**config.mk**
```make
export PLATFORM = sky130hd
export DESIGN_NAME = regex_scan_top
export DESIGN_NICKNAME = d
export VERILOG_FILES = /design/src/hdl/regex_scan_pkg.sv /design/src/hdl/keyword_dfa.sv /design/src/hdl/category_ctx.sv /design/src/hdl/stream_frontend.sv /design/src/hdl/regex_scan_top.sv
export VERILOG_INCLUDE_DIRS = /design/src /design/src/hdl
export SDC_FILE = /design/constraint.sdc
export NUM_CORES = 1
export LEC_CHECK = 0
export ABC_AREA = 1
export BUFFER_PORTS_ARGS = -buffer_cell sky130_fd_sc_hd__buf_4
export CAP_MARGIN = 25
export CORE_AREA = 3 3 198 200
export DETAILED_ROUTE_END_ITERATION = 10
export DIE_AREA = 0 0 201 203
export PLACE_DENSITY = 0.82
export SETUP_SLACK_MARGIN = 0.1
export SYNTH_ARGS = -nofsm -noshare
export SYNTH_HDL_FRONTEND = slang
export SYNTH_SLANG_ARGS = --single-unit
```
**constraint.sdc**
```tcl
create_clock -name clk -period 5 [get_ports clk]
set_input_delay 1 -clock clk [delete_from_list [all_inputs] [get_ports clk]]
set_output_delay 1 -clock clk [all_outputs]
set_load 0.03 [all_outputs]
```
**src/hdl/regex_scan_macros.svh**
```systemverilog
`ifndef REGEX_SCAN_MACROS_SVH
`define REGEX_SCAN_MACROS_SVH

// Stream id width and the number of ids it can address
`define RS_STREAM_W 6
`define RS_NUM_STREAMS 64

// Width of a per-category packet match counter
`define RS_COUNT_W 16

// Characters in each keyword
// Matcher state runs from 0 to this value
`define RS_KEY_LEN 4

// Categories scanned in parallel
`define RS_NUM_CAT 2

`endif

```
**src/hdl/regex_scan_pkg.sv**
```systemverilog
`include "regex_scan_macros.svh"

package regex_scan_pkg;

  // One payload byte
  typedef logic [7:0] char_t;

  // Number of keyword characters matched so far
  typedef logic [2:0] dfa_state_t;

  typedef logic [`RS_STREAM_W-1:0] stream_id_t;
  typedef logic [`RS_COUNT_W-1:0] match_count_t;

  // Input beat, qualified by valid
  // sop and eop may both be set on a one-character packet
  typedef struct packed {
    logic       valid;
    logic       sop;
    logic       eop;
    stream_id_t stream_id;
    char_t      ch;
  } in_beat_t;

  // Control from the front end, shared by all categories
  typedef struct packed {
    logic       load_state;
    logic       new_stream;
    stream_id_t stream_id;
    logic       char_vld;
    char_t      ch;
    logic       eop;
  } cat_ctl_t;

endpackage

```
**src/hdl/keyword_dfa.sv**
```systemverilog
`timescale 1ns/1ps
`include "regex_scan_macros.svh"

module keyword_dfa
  import regex_scan_pkg::*;
#(
  parameter logic [31:0] KEYWORD = "imap"
)
(
  input  logic       clk,
  input  logic       rst_n,
  input  logic       char_vld,
  input  logic       state_vld,
  input  char_t      ch,
  input  dfa_state_t state_in,
  output dfa_state_t state_out,
  output logic       accept
);

  localparam int KEY_LEN = `RS_KEY_LEN;

  dfa_state_t state_q;
  dfa_state_t cur_state;
  dfa_state_t nxt_state;

  // Upper case letters map onto lower case, everything else passes
  function automatic char_t fold(char_t c);
    if (c >= 8'h41 && c <= 8'h5a)
    begin
      return c | 8'h20;
    end
    return c;
  endfunction

  // Keyword character idx, first character in the top byte
  function automatic char_t key_char(int idx);
    return fold(KEYWORD[(KEY_LEN-1-idx)*8 +: 8]);
  endfunction

  // Longest keyword prefix that ends the matched text plus c
  // A full match falls back through the same search
  function automatic dfa_state_t next_state(dfa_state_t s, char_t c);
    int   s_i;
    int   l;
    int   j;
    logic ok;
    dfa_state_t best;
    s_i  = int'(s);
    best = '0;
    // Shorter candidates first so the longest hit wins
    for (l = 1; l <= KEY_LEN; l++)
    begin
      if (l <= s_i + 1)
      begin
        ok = (key_char(l-1) == c);
        for (j = 0; j < KEY_LEN - 1; j++)
        begin
          if (j < l - 1 && key_char(j) != key_char(s_i - l + 1 + j))
          begin
            ok = 1'b0;
          end
        end
        if (ok)
        begin
          best = dfa_state_t'(l);
        end
      end
    end
    return best;
  endfunction

  // Restored state takes over from the held one
  assign cur_state = state_vld ? state_in : state_q;
  assign nxt_state = next_state(cur_state, fold(ch));
  assign state_out = state_q;

  always_ff @(posedge clk)
  begin
    if (!rst_n)
    begin
      state_q <= '0;
      accept  <= 1'b0;
    end
    else
    begin
      // Hit when the whole keyword has just been seen
      accept <= char_vld && (nxt_state == dfa_state_t'(KEY_LEN));
      if (char_vld)
      begin
        state_q <= nxt_state;
      end
    end
  end

endmodule

```
**src/hdl/category_ctx.sv**
```systemverilog
`timescale 1ns/1ps
`include "regex_scan_macros.svh"

module category_ctx
  import regex_scan_pkg::*;
#(
  parameter logic [31:0] KEYWORD = "imap"
)
(
  input  logic         clk,
  input  logic         rst_n,
  input  cat_ctl_t     ctl,
  input  logic         enable,
  output match_count_t count,
  output logic         fired
);

  // Saved matcher state with one entry per stream id
  dfa_state_t state_mem [`RS_NUM_STREAMS];

  // Load request one cycle behind ctl
  logic       ld_q;
  logic       ld_new_q;
  stream_id_t ld_id_q;

  // Matcher input registers
  char_t      ch_r;
  dfa_state_t state_in_r;
  logic       char_vld_r;
  logic       state_vld_r;

  // Matcher outputs
  dfa_state_t state_out;
  dfa_state_t state_out_r;
  logic       accept;

  logic       pkt_match;
  logic       wr_en;
  dfa_state_t restore_state;

  // Write back only for an enabled category
  assign wr_en = ctl.eop & enable;

  // New stream starts clean
  // A write to the same id in this cycle is forwarded past the memory
  always_comb
  begin
    if (ld_new_q)
      restore_state = '0;
    else if (wr_en && ctl.stream_id == ld_id_q)
      restore_state = state_out_r;
    else
      restore_state = state_mem[ld_id_q];
  end

  always_ff @(posedge clk)
  begin
    if (!rst_n)
    begin
      ld_q        <= 1'b0;
      char_vld_r  <= 1'b0;
      state_vld_r <= 1'b0;
    end
    else
    begin
      ld_q        <= ctl.load_state;
      char_vld_r  <= ctl.char_vld;
      state_vld_r <= ld_q;
    end
  end

  // Payload side of the pipeline
  always_ff @(posedge clk)
  begin
    ld_new_q    <= ctl.new_stream;
    ld_id_q     <= ctl.stream_id;
    ch_r        <= ctl.ch;
    state_in_r  <= restore_state;
    state_out_r <= state_out;
    if (wr_en)
    begin
      state_mem[ctl.stream_id] <= state_out_r;
    end
  end

  keyword_dfa #(
    .KEYWORD (KEYWORD)
  ) u_dfa (
    .clk       (clk),
    .rst_n     (rst_n),
    .char_vld  (char_vld_r),
    .state_vld (state_vld_r),
    .ch        (ch_r),
    .state_in  (state_in_r),
    .state_out (state_out),
    .accept    (accept)
  );

  always_ff @(posedge clk)
  begin
    if (!rst_n)
    begin
      pkt_match <= 1'b0;
      count     <= '0;
      fired     <= 1'b0;
    end
    else
    begin
      // Flag drops as the restored state enters the matcher
      if (state_vld_r)
        pkt_match <= 1'b0;
      if (accept)
        pkt_match <= 1'b1;
      // One count per matching packet
      if (ctl.eop)
      begin
        fired <= enable & pkt_match;
        if (enable)
          count <= count + match_count_t'(pkt_match);
      end
    end
  end

  // Load and write-back share the stream id field
  a_no_load_at_eop: assert property (@(posedge clk) disable iff (!rst_n)
    !(ctl.load_state && ctl.eop));

endmodule

```
**src/hdl/stream_frontend.sv**
```systemverilog
`timescale 1ns/1ps
`include "regex_scan_macros.svh"

module stream_frontend
  import regex_scan_pkg::*;
(
  input  logic     clk,
  input  logic     rst_n,
  input  in_beat_t in_beat,
  output cat_ctl_t ctl
);

  // Stages from the registered eop to ctl.eop
  localparam int EOP_DLY = 4;

  in_beat_t                   beat_r;
  logic [`RS_NUM_STREAMS-1:0] seen_q;
  stream_id_t                 pkt_id_q;

  // Character delay stage
  logic  chr_vld_q;
  char_t chr_q;

  // eop delay line, the stream id rides along
  logic [EOP_DLY-1:0] eop_dly_q;
  stream_id_t         eop_id_q [EOP_DLY];

  logic       load;
  stream_id_t eop_id;

  assign load = beat_r.valid & beat_r.sop;

  // One-character packet has no held id yet
  assign eop_id = beat_r.sop ? beat_r.stream_id : pkt_id_q;

  always_ff @(posedge clk)
  begin
    if (!rst_n)
    begin
      beat_r.valid <= 1'b0;
      beat_r.sop   <= 1'b0;
      beat_r.eop   <= 1'b0;
      seen_q       <= '0;
      chr_vld_q    <= 1'b0;
      eop_dly_q    <= '0;
    end
    else
    begin
      beat_r    <= in_beat;
      chr_vld_q <= beat_r.valid;
      eop_dly_q <= {eop_dly_q[EOP_DLY-2:0], beat_r.valid & beat_r.eop};
      // Id counts as seen once its first load goes out
      if (load)
        seen_q[beat_r.stream_id] <= 1'b1;
    end
  end

  always_ff @(posedge clk)
  begin
    chr_q       <= beat_r.ch;
    eop_id_q[0] <= eop_id;
    for (int i = 1; i < EOP_DLY; i++)
    begin
      eop_id_q[i] <= eop_id_q[i-1];
    end
    if (load)
      pkt_id_q <= beat_r.stream_id;
  end

  always_comb
  begin
    ctl.load_state = load;
    ctl.new_stream = ~seen_q[beat_r.stream_id];
    // Load id during a load, otherwise the id of the ending packet
    ctl.stream_id  = load ? beat_r.stream_id : eop_id_q[EOP_DLY-1];
    ctl.char_vld   = chr_vld_q;
    ctl.ch         = chr_q;
    ctl.eop        = eop_dly_q[EOP_DLY-1];
  end

  // Idle gap of two cycles between packets
  a_sop_gap: assert property (@(posedge clk) disable iff (!rst_n)
    (in_beat.valid && in_beat.eop) |=> !(in_beat.valid && in_beat.sop) [*2]);

endmodule

```
**src/hdl/regex_scan_top.sv**
```systemverilog
`timescale 1ns/1ps
`include "regex_scan_macros.svh"

module regex_scan_top
  import regex_scan_pkg::*;
(
  input  logic                   clk,
  input  logic                   rst_n,
  input  in_beat_t               in_beat,
  input  logic [`RS_NUM_CAT-1:0] enable,
  output logic                   done,
  output match_count_t           count0,
  output match_count_t           count1,
  output logic [`RS_NUM_CAT-1:0] fired
);

  cat_ctl_t ctl;

  stream_frontend u_frontend (
    .clk     (clk),
    .rst_n   (rst_n),
    .in_beat (in_beat),
    .ctl     (ctl)
  );

  // Category 0
  category_ctx #(
    .KEYWORD ("imap")
  ) u_cat_imap (
    .clk    (clk),
    .rst_n  (rst_n),
    .ctl    (ctl),
    .enable (enable[0]),
    .count  (count0),
    .fired  (fired[0])
  );

  // Category 1
  category_ctx #(
    .KEYWORD ("pop3")
  ) u_cat_pop3 (
    .clk    (clk),
    .rst_n  (rst_n),
    .ctl    (ctl),
    .enable (enable[1]),
    .count  (count1),
    .fired  (fired[1])
  );

  // Counts and fired settle one cycle after ctl.eop
  always_ff @(posedge clk)
  begin
    if (!rst_n)
      done <= 1'b0;
    else
      done <= ctl.eop;
  end

endmodule

```
==> metrics.txt, run 1 <==
Worst Tran Pin Value=1.07 ns; n_diodes=0; die height=203 µm; sw frac=0.231; Placer Congestion=0.877; Comb pwr share=0.073; Synth Area per Inst=9.57 µm²; Final Max Tran Viols=0; vias=18,100; Total Wirelength=57.8 mm; Synth Flop Type=edfxtp_1; Post-Synth Simple-Gate Area=0.251; Critical Path AT=4.05 ns; postcts setup bufs=0; initial core utilization=0.646; outcome=finished, final reports clean; Tmin final=3.53 ns; XOR/XNOR Fraction of Synth Area=0.00325; sw power=2.38 mW; Num CTS Buffers=56; initial antenna violation count=0; post-CTS sizing=0; Mapped Cells=2,536; crit-path max cell delay=0.52 ns; nets@finish=2,613; largest net degree at the start of global routing=107; Cell Pwr Density=381 nW/µm²; Antenna Nets Post-Route=0; routed length on met3=5.44 mm; DP HPWL=35.0 mm; unrepaired setup endpoints after global routing=false; mux cell area share after synthesis=0; PortBufs=55; Setup CP Type=flop to flop; clock root buffer=clkbuf_16; CTS Hold Buffers Added=0; WL/cell=18.5 µm; vias in the first global route=18,300; DR iter-0 viols=1,849; global-route wire length before repair=91.3 mm; adder-cell share of the synthesized area=0.0144; clock slew at reported path FFs=0.06 ns; clk_lat worst skew=0.63 ns; largest family of logic cells by synthesized area=simple AND/OR/NAND/NOR gates; register area=15,700 µm²; Overflow after GRT=0; Crit path max-delay family=simple AND/OR/NAND/NOR gates; share of the synthesized area in the top cell type=0.500; max_slew headroom=0.280; Syn. warnings=0; multi-input logic area=7470 µm²; layout cells sized above 1=0.0798; clock sinks=583; Bufs and invs on worst path=4; post-synth net total=2,585; CP max FO=11; fmax=0.283 GHz; CTS max path bufs=3; Pwr Total=10.3 mW; Highest Signal Layer=met4; sequential area share after synthesis=0.648; Die ar.=40,800 µm²; Fillers=2,584; Worst EP required=5.52 ns; period utilization=0.706; via/cell ratio=5.82; detailed-router iteration count before antenna repair=6; post-layout util=0.720; routed metal-1 wire length=21.4 mm; Mapped Area=24,300 µm²; clk_skew=0.0342 ns; Post-synth EDFFs=404; final setup vio count=0; I/O pin cnt=56; Place WS=1.52 ns; H-tree level count=2; CP startpoint kind=flop; post-synthesis compound-gate area fraction=0.0389; GRT Util Overall=0.280; MaxCap Viol Count=0; P_int=7.93 mW; core area=37,600 µm²; Final WS setup=1.47 ns; dominant cells by area after synthesis=edfxtp_1, dfxtp_1, nand2_1, nand3_1, nor2_1; slowest cell on the critical path=dfxtp_1; cell breakdown of the critical path=inv_2, or2_2, o21ai_1, inv_1, ha_1, inv_1, nand3_1, nand2_1, nand2_1, nand2_1, inv_1, ha_1, nand2_1, nor2_1, nand3_1, nor2_1, nand2_1, nor2_1, nand3_1, nand2_1, nand2_1, a21oi_1; synth unique cells=42; Seq pwr share=0.505; routed wl met2=28.9 mm; Area Growth Syn to Fin=11.5%; CTS tree=yes; Final Hold Viols=0; # DRC=0; Crit. End Element=flop; post-route setup TNS=0 ns; leading area contributor after synthesis=edfxtp_1; Yosys reg bits=583; num rows=71; VDD IR max=0.000374 V; Most Frequent Cell on Critical Path=nand2_1; Hold Path Class=flop to flop; die width=201 µm; Clk pwr share=0.422; Leakage=10.4 nW; asr flop ratio synth=0
[cells in the final DEF, fill, tap and decap left out, types with 15 or more instances in the layout]
cell type    n
clkinv_2    15
nand4_1     15
inv_1      150
a21oi_1    110
edfxtp_1   404
ha_1        28
o21ai_0     40
dfxtp_1    170
nand3_1    370
nor2_1     280
nor3_1      17
clkbuf_16   59
nand2_1    768
buf_4       78
[worst register-to-register path, delay by kind of cell, from the launching register on]
kind | cells | cell delay, ns
flip-flops | 1 | 0.52
AND/OR/NAND/NOR | 14 | 1.46
AO/OA/AOI/OAI | 2 | 0.44
buffers and inverters | 4 | 0.52
adder cells (fa/ha/maj) | 2 | 0.52
[routing by layer]
layer / global-route usage / vias up
li1: - / 8521
met1: 0.341 / 8479
met2: 0.493 / 964
met3: 0.0524 / 177
met4: 0.116 / 0
met5: 0 / -
[kinds of logic after synthesis]
kind of cell	after synthesis
fa+ha+maj	28
simple gates	1467
compound gates	175
xor+xnor	9
flops	583
buf+inv	274
[synth_stat cells (4+ instances only)]
cell      count
inv_1       152
buf_1        22
nand4_1      15
nand3_1     370
buf_4         4
clkbuf_1     66
nor2_1      280
ha_1         28
a21oi_1     110
xor2_1        8
nand2_1     769
o21ai_0      40
buf_2        23
nor3_1       17
o22ai_1       6
dfxtp_1     179
o21ai_1       5
edfxtp_1    404
[state kept, by name, indices dropped and copies added, names as in the netlist, 3 cells and up]
register	cells
u_frontend.beat_r	17
u_cat_imap.count	16
u_frontend.eop_id_q	24
u_cat_pop3.u_dfa.state_out	3
u_cat_pop3.state_mem	192
u_frontend.chr_q	8
u_frontend.seen_q	64
u_cat_imap.state_mem	192
u_cat_pop3.state_out_r	3
u_cat_pop3.state_in_r	3
u_frontend.pkt_id_q	6
u_frontend.eop_dly_q	4
u_cat_imap.state_out_r	3
u_cat_pop3.ld_id_q	6
u_cat_imap.state_in_r	3
u_cat_pop3.ch_r	8
u_cat_pop3.count	16
u_cat_imap.u_dfa.state_out	3
[power groups by stage]
stage | logic (mW) | clock network [mW] | registers, mW
2_1_floorplan | 0.508 | 0 | 5.29
3_3_place_gp | 0.679 | 0 | 5.31
3_5_place_dp | 0.712 | 0 | 5.32
4_1_cts | 0.722 | 4.39 | 5.21
5_1_grt | 0.820 | 4.58 | 5.22
6_report | 0.750 | 4.35 | 5.21
[metrics by stage]
| step | hold slack, ns | area [µm²] | std cells |
|---|---|---|---|
| 6_report | 0.322 | 27100 | 3119 |
| 5_1_grt | 0.326 | 27100 | 3119 |
| 4_1_cts | 0.325 | 27000 | 3114 |
| 3_5_place_dp | 0.312 | 25100 | 3012 |
| 3_3_place_gp | 0.310 | 25000 | 3007 |
| 2_1_floorplan | 0.310 | 24300 | 2536 |
[final cells by class]
| class | instances | share of cell area |
|---|---|---|
| Clock buffer | 75 | 0.0590 |
| Clock inverter | 27 | 0.0116 |
| Inverter | 158 | 0.0220 |
| Multi-Input combinational cell | 1679 | 0.276 |
| Sequential cell | 583 | 0.581 |
| Tap cell | 511 | 0.0236 |
| Timing Repair Buffer | 86 | 0.0265 |
[final timing paths]
check	cells past startpoint	startpoint	slack, ns	to
worst max-delay path	22	u_cat_pop3.state_vld_r$_SDFF_PN0_	1.47	u_cat_imap.u_dfa.state_out[1]$_SDFFE_PN0P_
worst min-delay path	0	u_frontend.chr_q[0]$_DFF_P_	0.32	u_cat_pop3.ch_r[0]$_DFF_P_
worst max register to register	22	u_cat_pop3.state_vld_r$_SDFF_PN0_	1.47	u_cat_imap.u_dfa.state_out[1]$_SDFFE_PN0P_
worst min register to register	0	u_frontend.chr_q[0]$_DFF_P_	0.32	u_cat_pop3.ch_r[0]$_DFF_P_
No activity file was read; power rests on OpenSTA's default activity.
==> run 2, diff against run 1 <==
--- a/config.mk
+++ b/config.mk
@@ -9,10 +9,10 @@
 export ABC_AREA = 1
 export BUFFER_PORTS_ARGS = -buffer_cell sky130_fd_sc_hd__buf_4
 export CAP_MARGIN = 25
-export CORE_AREA = 3 3 198 200
+export CORE_AREA = 3 3 213 215
 export DETAILED_ROUTE_END_ITERATION = 10
-export DIE_AREA = 0 0 201 203
-export PLACE_DENSITY = 0.82
+export DIE_AREA = 0 0 216 218
+export PLACE_DENSITY = 0.76
 export SETUP_SLACK_MARGIN = 0.1
 export SYNTH_ARGS = -nofsm -noshare
 export SYNTH_HDL_FRONTEND = slang
==> constraint.sdc (replaced) <==
create_clock -name clk -period 3.1 [get_ports clk]
set_input_delay 0.62 -clock clk [delete_from_list [all_inputs] [get_ports clk]]
set_output_delay 0.62 -clock clk [all_outputs]
set_load 0.03 [all_outputs]
==> run 2 against run 1 <==
Compared with the run above:
- fmax up 26%
- total power increased by 59%
- die area increased by 15%
- sequential power grew 61%
- clock-buffer cell count is 4 higher
- critical path depth decreased by 14
- non-clock buffer count grew 22
- largest power group unchanged
- worst setup slack worse by 1.2 ns
- largest cell class unchanged
- first-iteration DRC count increased by 4.0%
- sequential cell count unchanged
==> metrics.txt, run 2 (synthesized netlist as in run 1, its figures left out) <==
core area=43,900 µm² (+17%); met3 GRT Util=0.0435 (-0.00896); Cell Pwr Density=602 nW/µm² (+58%); commonest non-fill, non-tap cell in the layout=nand2_1; nets@finish=2,636 (+0.88%); global-route wire length before repair=91.7 mm (+0.49%); clk_lat worst skew=0.61 ns (-0.02 ns); GRT Max-Usage Layer=met2; worst hold stages=1 (+1); unrepaired setup endpoints after global routing=false; Clk pwr share=0.414 (-0.008); outcome=finished, final reports clean; die width=216 µm (+7.5%); Final Max Tran Viols=0 (unchanged); sw frac=0.234 (+0.00258); CTS tree=yes; Seq pwr share=0.511 (+0.006); Crit Reg-Reg Startpoint=u_frontend.beat_r[16]$_SDFF_PN0_; Leakage=10.5 nW (+0.76%); Global Route met1 Usage=0.312 (-0.0292); commonest cells after routing, fill and taps aside=nand2_1, edfxtp_1, nand3_1, nor2_1, dfxtp_1; Critical Path AT=3.07 ns (-0.98 ns); slowest cell on the critical path=nor2_1; Overflow after GRT=0 (unchanged); Placer Congestion=0.887 (+1.2%); clock slew at reported path FFs=0.06 ns (about the same); vias in the first global route=18,100 (-0.88%); Crit. End Element=flop; clock root buffer=clkbuf_16; # DRC=0 (unchanged); PortBufs=55 (unchanged); H-tree level count=2 (unchanged); Antenna Nets Post-Route=0 (unchanged); Worst Tran Pin Value=1.02 ns (-0.0569 ns); crit-path max cell delay=0.54 ns (+0.02 ns); initial core utilization=0.552 (-0.0934); WL/cell=17.9 µm (-3.5%); die height=218 µm (+7.4%); Num CTS Buffers=57 (+1.8%); Largest regs=u_cat_imap.state_mem (192), u_cat_pop3.state_mem (192), u_frontend.seen_q (64); via/cell ratio=5.58 (-4.0%); vias=18,000 (-0.67%); Die ar.=47,100 µm² (+15%); GRT Util Overall=0.243 (-0.0367); period utilization=0.901 (+0.194); flop2flop setup slack=0.31 ns (-1.16 ns); CP startpoint kind=flop; CTS Hold Buffers Added=0 (unchanged); Hold EP=u_frontend.beat_r[9]$_DFFE_PP_; HP Start=in_beat[9]; I/O pin cnt=56 (unchanged); routing usage on met2=0.406 (-0.0865); DP HPWL=36.3 mm (+3.7%); worst r2r dst=u_cat_pop3.state_mem[6][1]$_DFFE_PP_; largest net degree at the start of global routing=193 (+80%); layout cells sized above 1=0.0888 (+0.00905); clock sinks=583 (unchanged); postcts setup bufs=0 (unchanged); FF-to-FF path depth=8 (-64%); CTS max path bufs=3 (unchanged); post-route setup TNS=0 ns (unchanged); DR iter-0 viols=1,923 (+4.0%); max_slew headroom=0.323 (+0.0434); final setup vio count=0 (unchanged); MaxCap Viol Count=0 (unchanged); Worst EP required=3.38 ns (-2.14 ns); Setup CP Type=flop to flop; CP max FO=14 (+3); Area Growth Syn to Fin=12.6%; Total Wirelength=57.7 mm (-0.15%); num rows=77 (+8.5%); Tmin final=2.79 ns (-0.739 ns); Final Hold Viols=0 (unchanged); Comb pwr share=0.076 (+0.003); n_diodes=0 (unchanged); Worst Setup SP=u_frontend.beat_r[16]$_SDFF_PN0_; Hold Path Class=primary input to flop; fmax=0.358 GHz (+26%); clk_skew=0.0286 ns (-0.00562 ns); cell breakdown of the critical path=nand2_2, inv_1, nand2_1, nand2_2, nor2_1, buf_4, nand2_1, nor2_1; P_int=12.6 mW (+59%); VDD IR max=0.000586 V (+57%); sw power=3.84 mW (+61%); initial antenna violation count=0 (unchanged); detailed-router iteration count before antenna repair=6 (unchanged); post-CTS sizing=0 (unchanged); Pwr Total=16.4 mW (+59%)
-- run 2: changes by cell type in the layout (fill, tap and decap cells not counted), moves of 3 or more --
cell and change:
clkinv_2 -5, buf_6 -5, inv_6 +3, bufinv_16 -4, buf_4 +23, clkinvlp_4 +3, buf_12 +6, clkinv_1 +3
-- run 2: stage by stage --
stage | area, µm² | utilization | instances | hold WS [ns] | setup slack, ns
6_report | 27300 | 0.622 | 3227 | 0.178 | 0.307
4_1_cts | 27300 | 0.621 | 3227 | 0.150 | 0.247
3_3_place_gp | 25400 | 0.579 | 3120 | 0.310 | 0.306
3_5_place_dp | 25400 | 0.579 | 3120 | 0.312 | 0.305
2_1_floorplan | 24300 | - | 2536 | 0.310 | 0.327
5_1_grt | 27300 | 0.622 | 3227 | 0.164 | 0.112
-- run 2: cell type report --
type                    instances  area, µm²
clock inverters                28        213
well taps                     592        741
flip-flops and latches        583      15700
inverters                     158        596
repair buffers                108        898
multi-input cells            1679       7480
fillers                      3569      16600
clock buffers                  79       1650
-- run 2: worst max path at each step --
stage	end	slack [ns]	cells past startpoint
floorplan	u_cat_imap.u_dfa.state_out[1]$_SDFFE_PN0P_	0.33	22
global placement	u_cat_imap.u_dfa.state_out[1]$_SDFFE_PN0P_	0.31	22
detailed placement	u_cat_imap.u_dfa.state_out[1]$_SDFFE_PN0P_	0.30	22
CTS	u_cat_imap.u_dfa.state_out[1]$_SDFFE_PN0P_	0.25	22
global route	u_cat_imap.u_dfa.state_out[0]$_SDFFE_PN0P_	0.11	22
finish	u_cat_pop3.state_mem[6][1]$_DFFE_PP_	0.31	8
-- run 2: metal layers --
layer / part of all wire / vias up
met2: 0.47 / 834
met4: 0.040 / 0
li1: - / 8588
met3: 0.087 / 171
met5: 0 / -
met1: 0.40 / 8426
-- run 2: worst max-delay path: cells and delay by family (launching register included) --
kind,cells,cell delay (ns)
DFF,1,0.33
buffers and inverters,2,0.54
and+or+nand+nor,6,1.57
-- run 2: power by group through the flow --
stage / Combinational (mW) / Sequential [mW] / Clock (mW)
floorplan: 0.820 / 8.54 / 0
global placement: 1.18 / 8.56 / 0
detailed placement: 1.21 / 8.56 / 0
CTS: 1.22 / 8.39 / 6.88
global route: 1.36 / 8.40 / 7.18
finish: 1.24 / 8.39 / 6.80
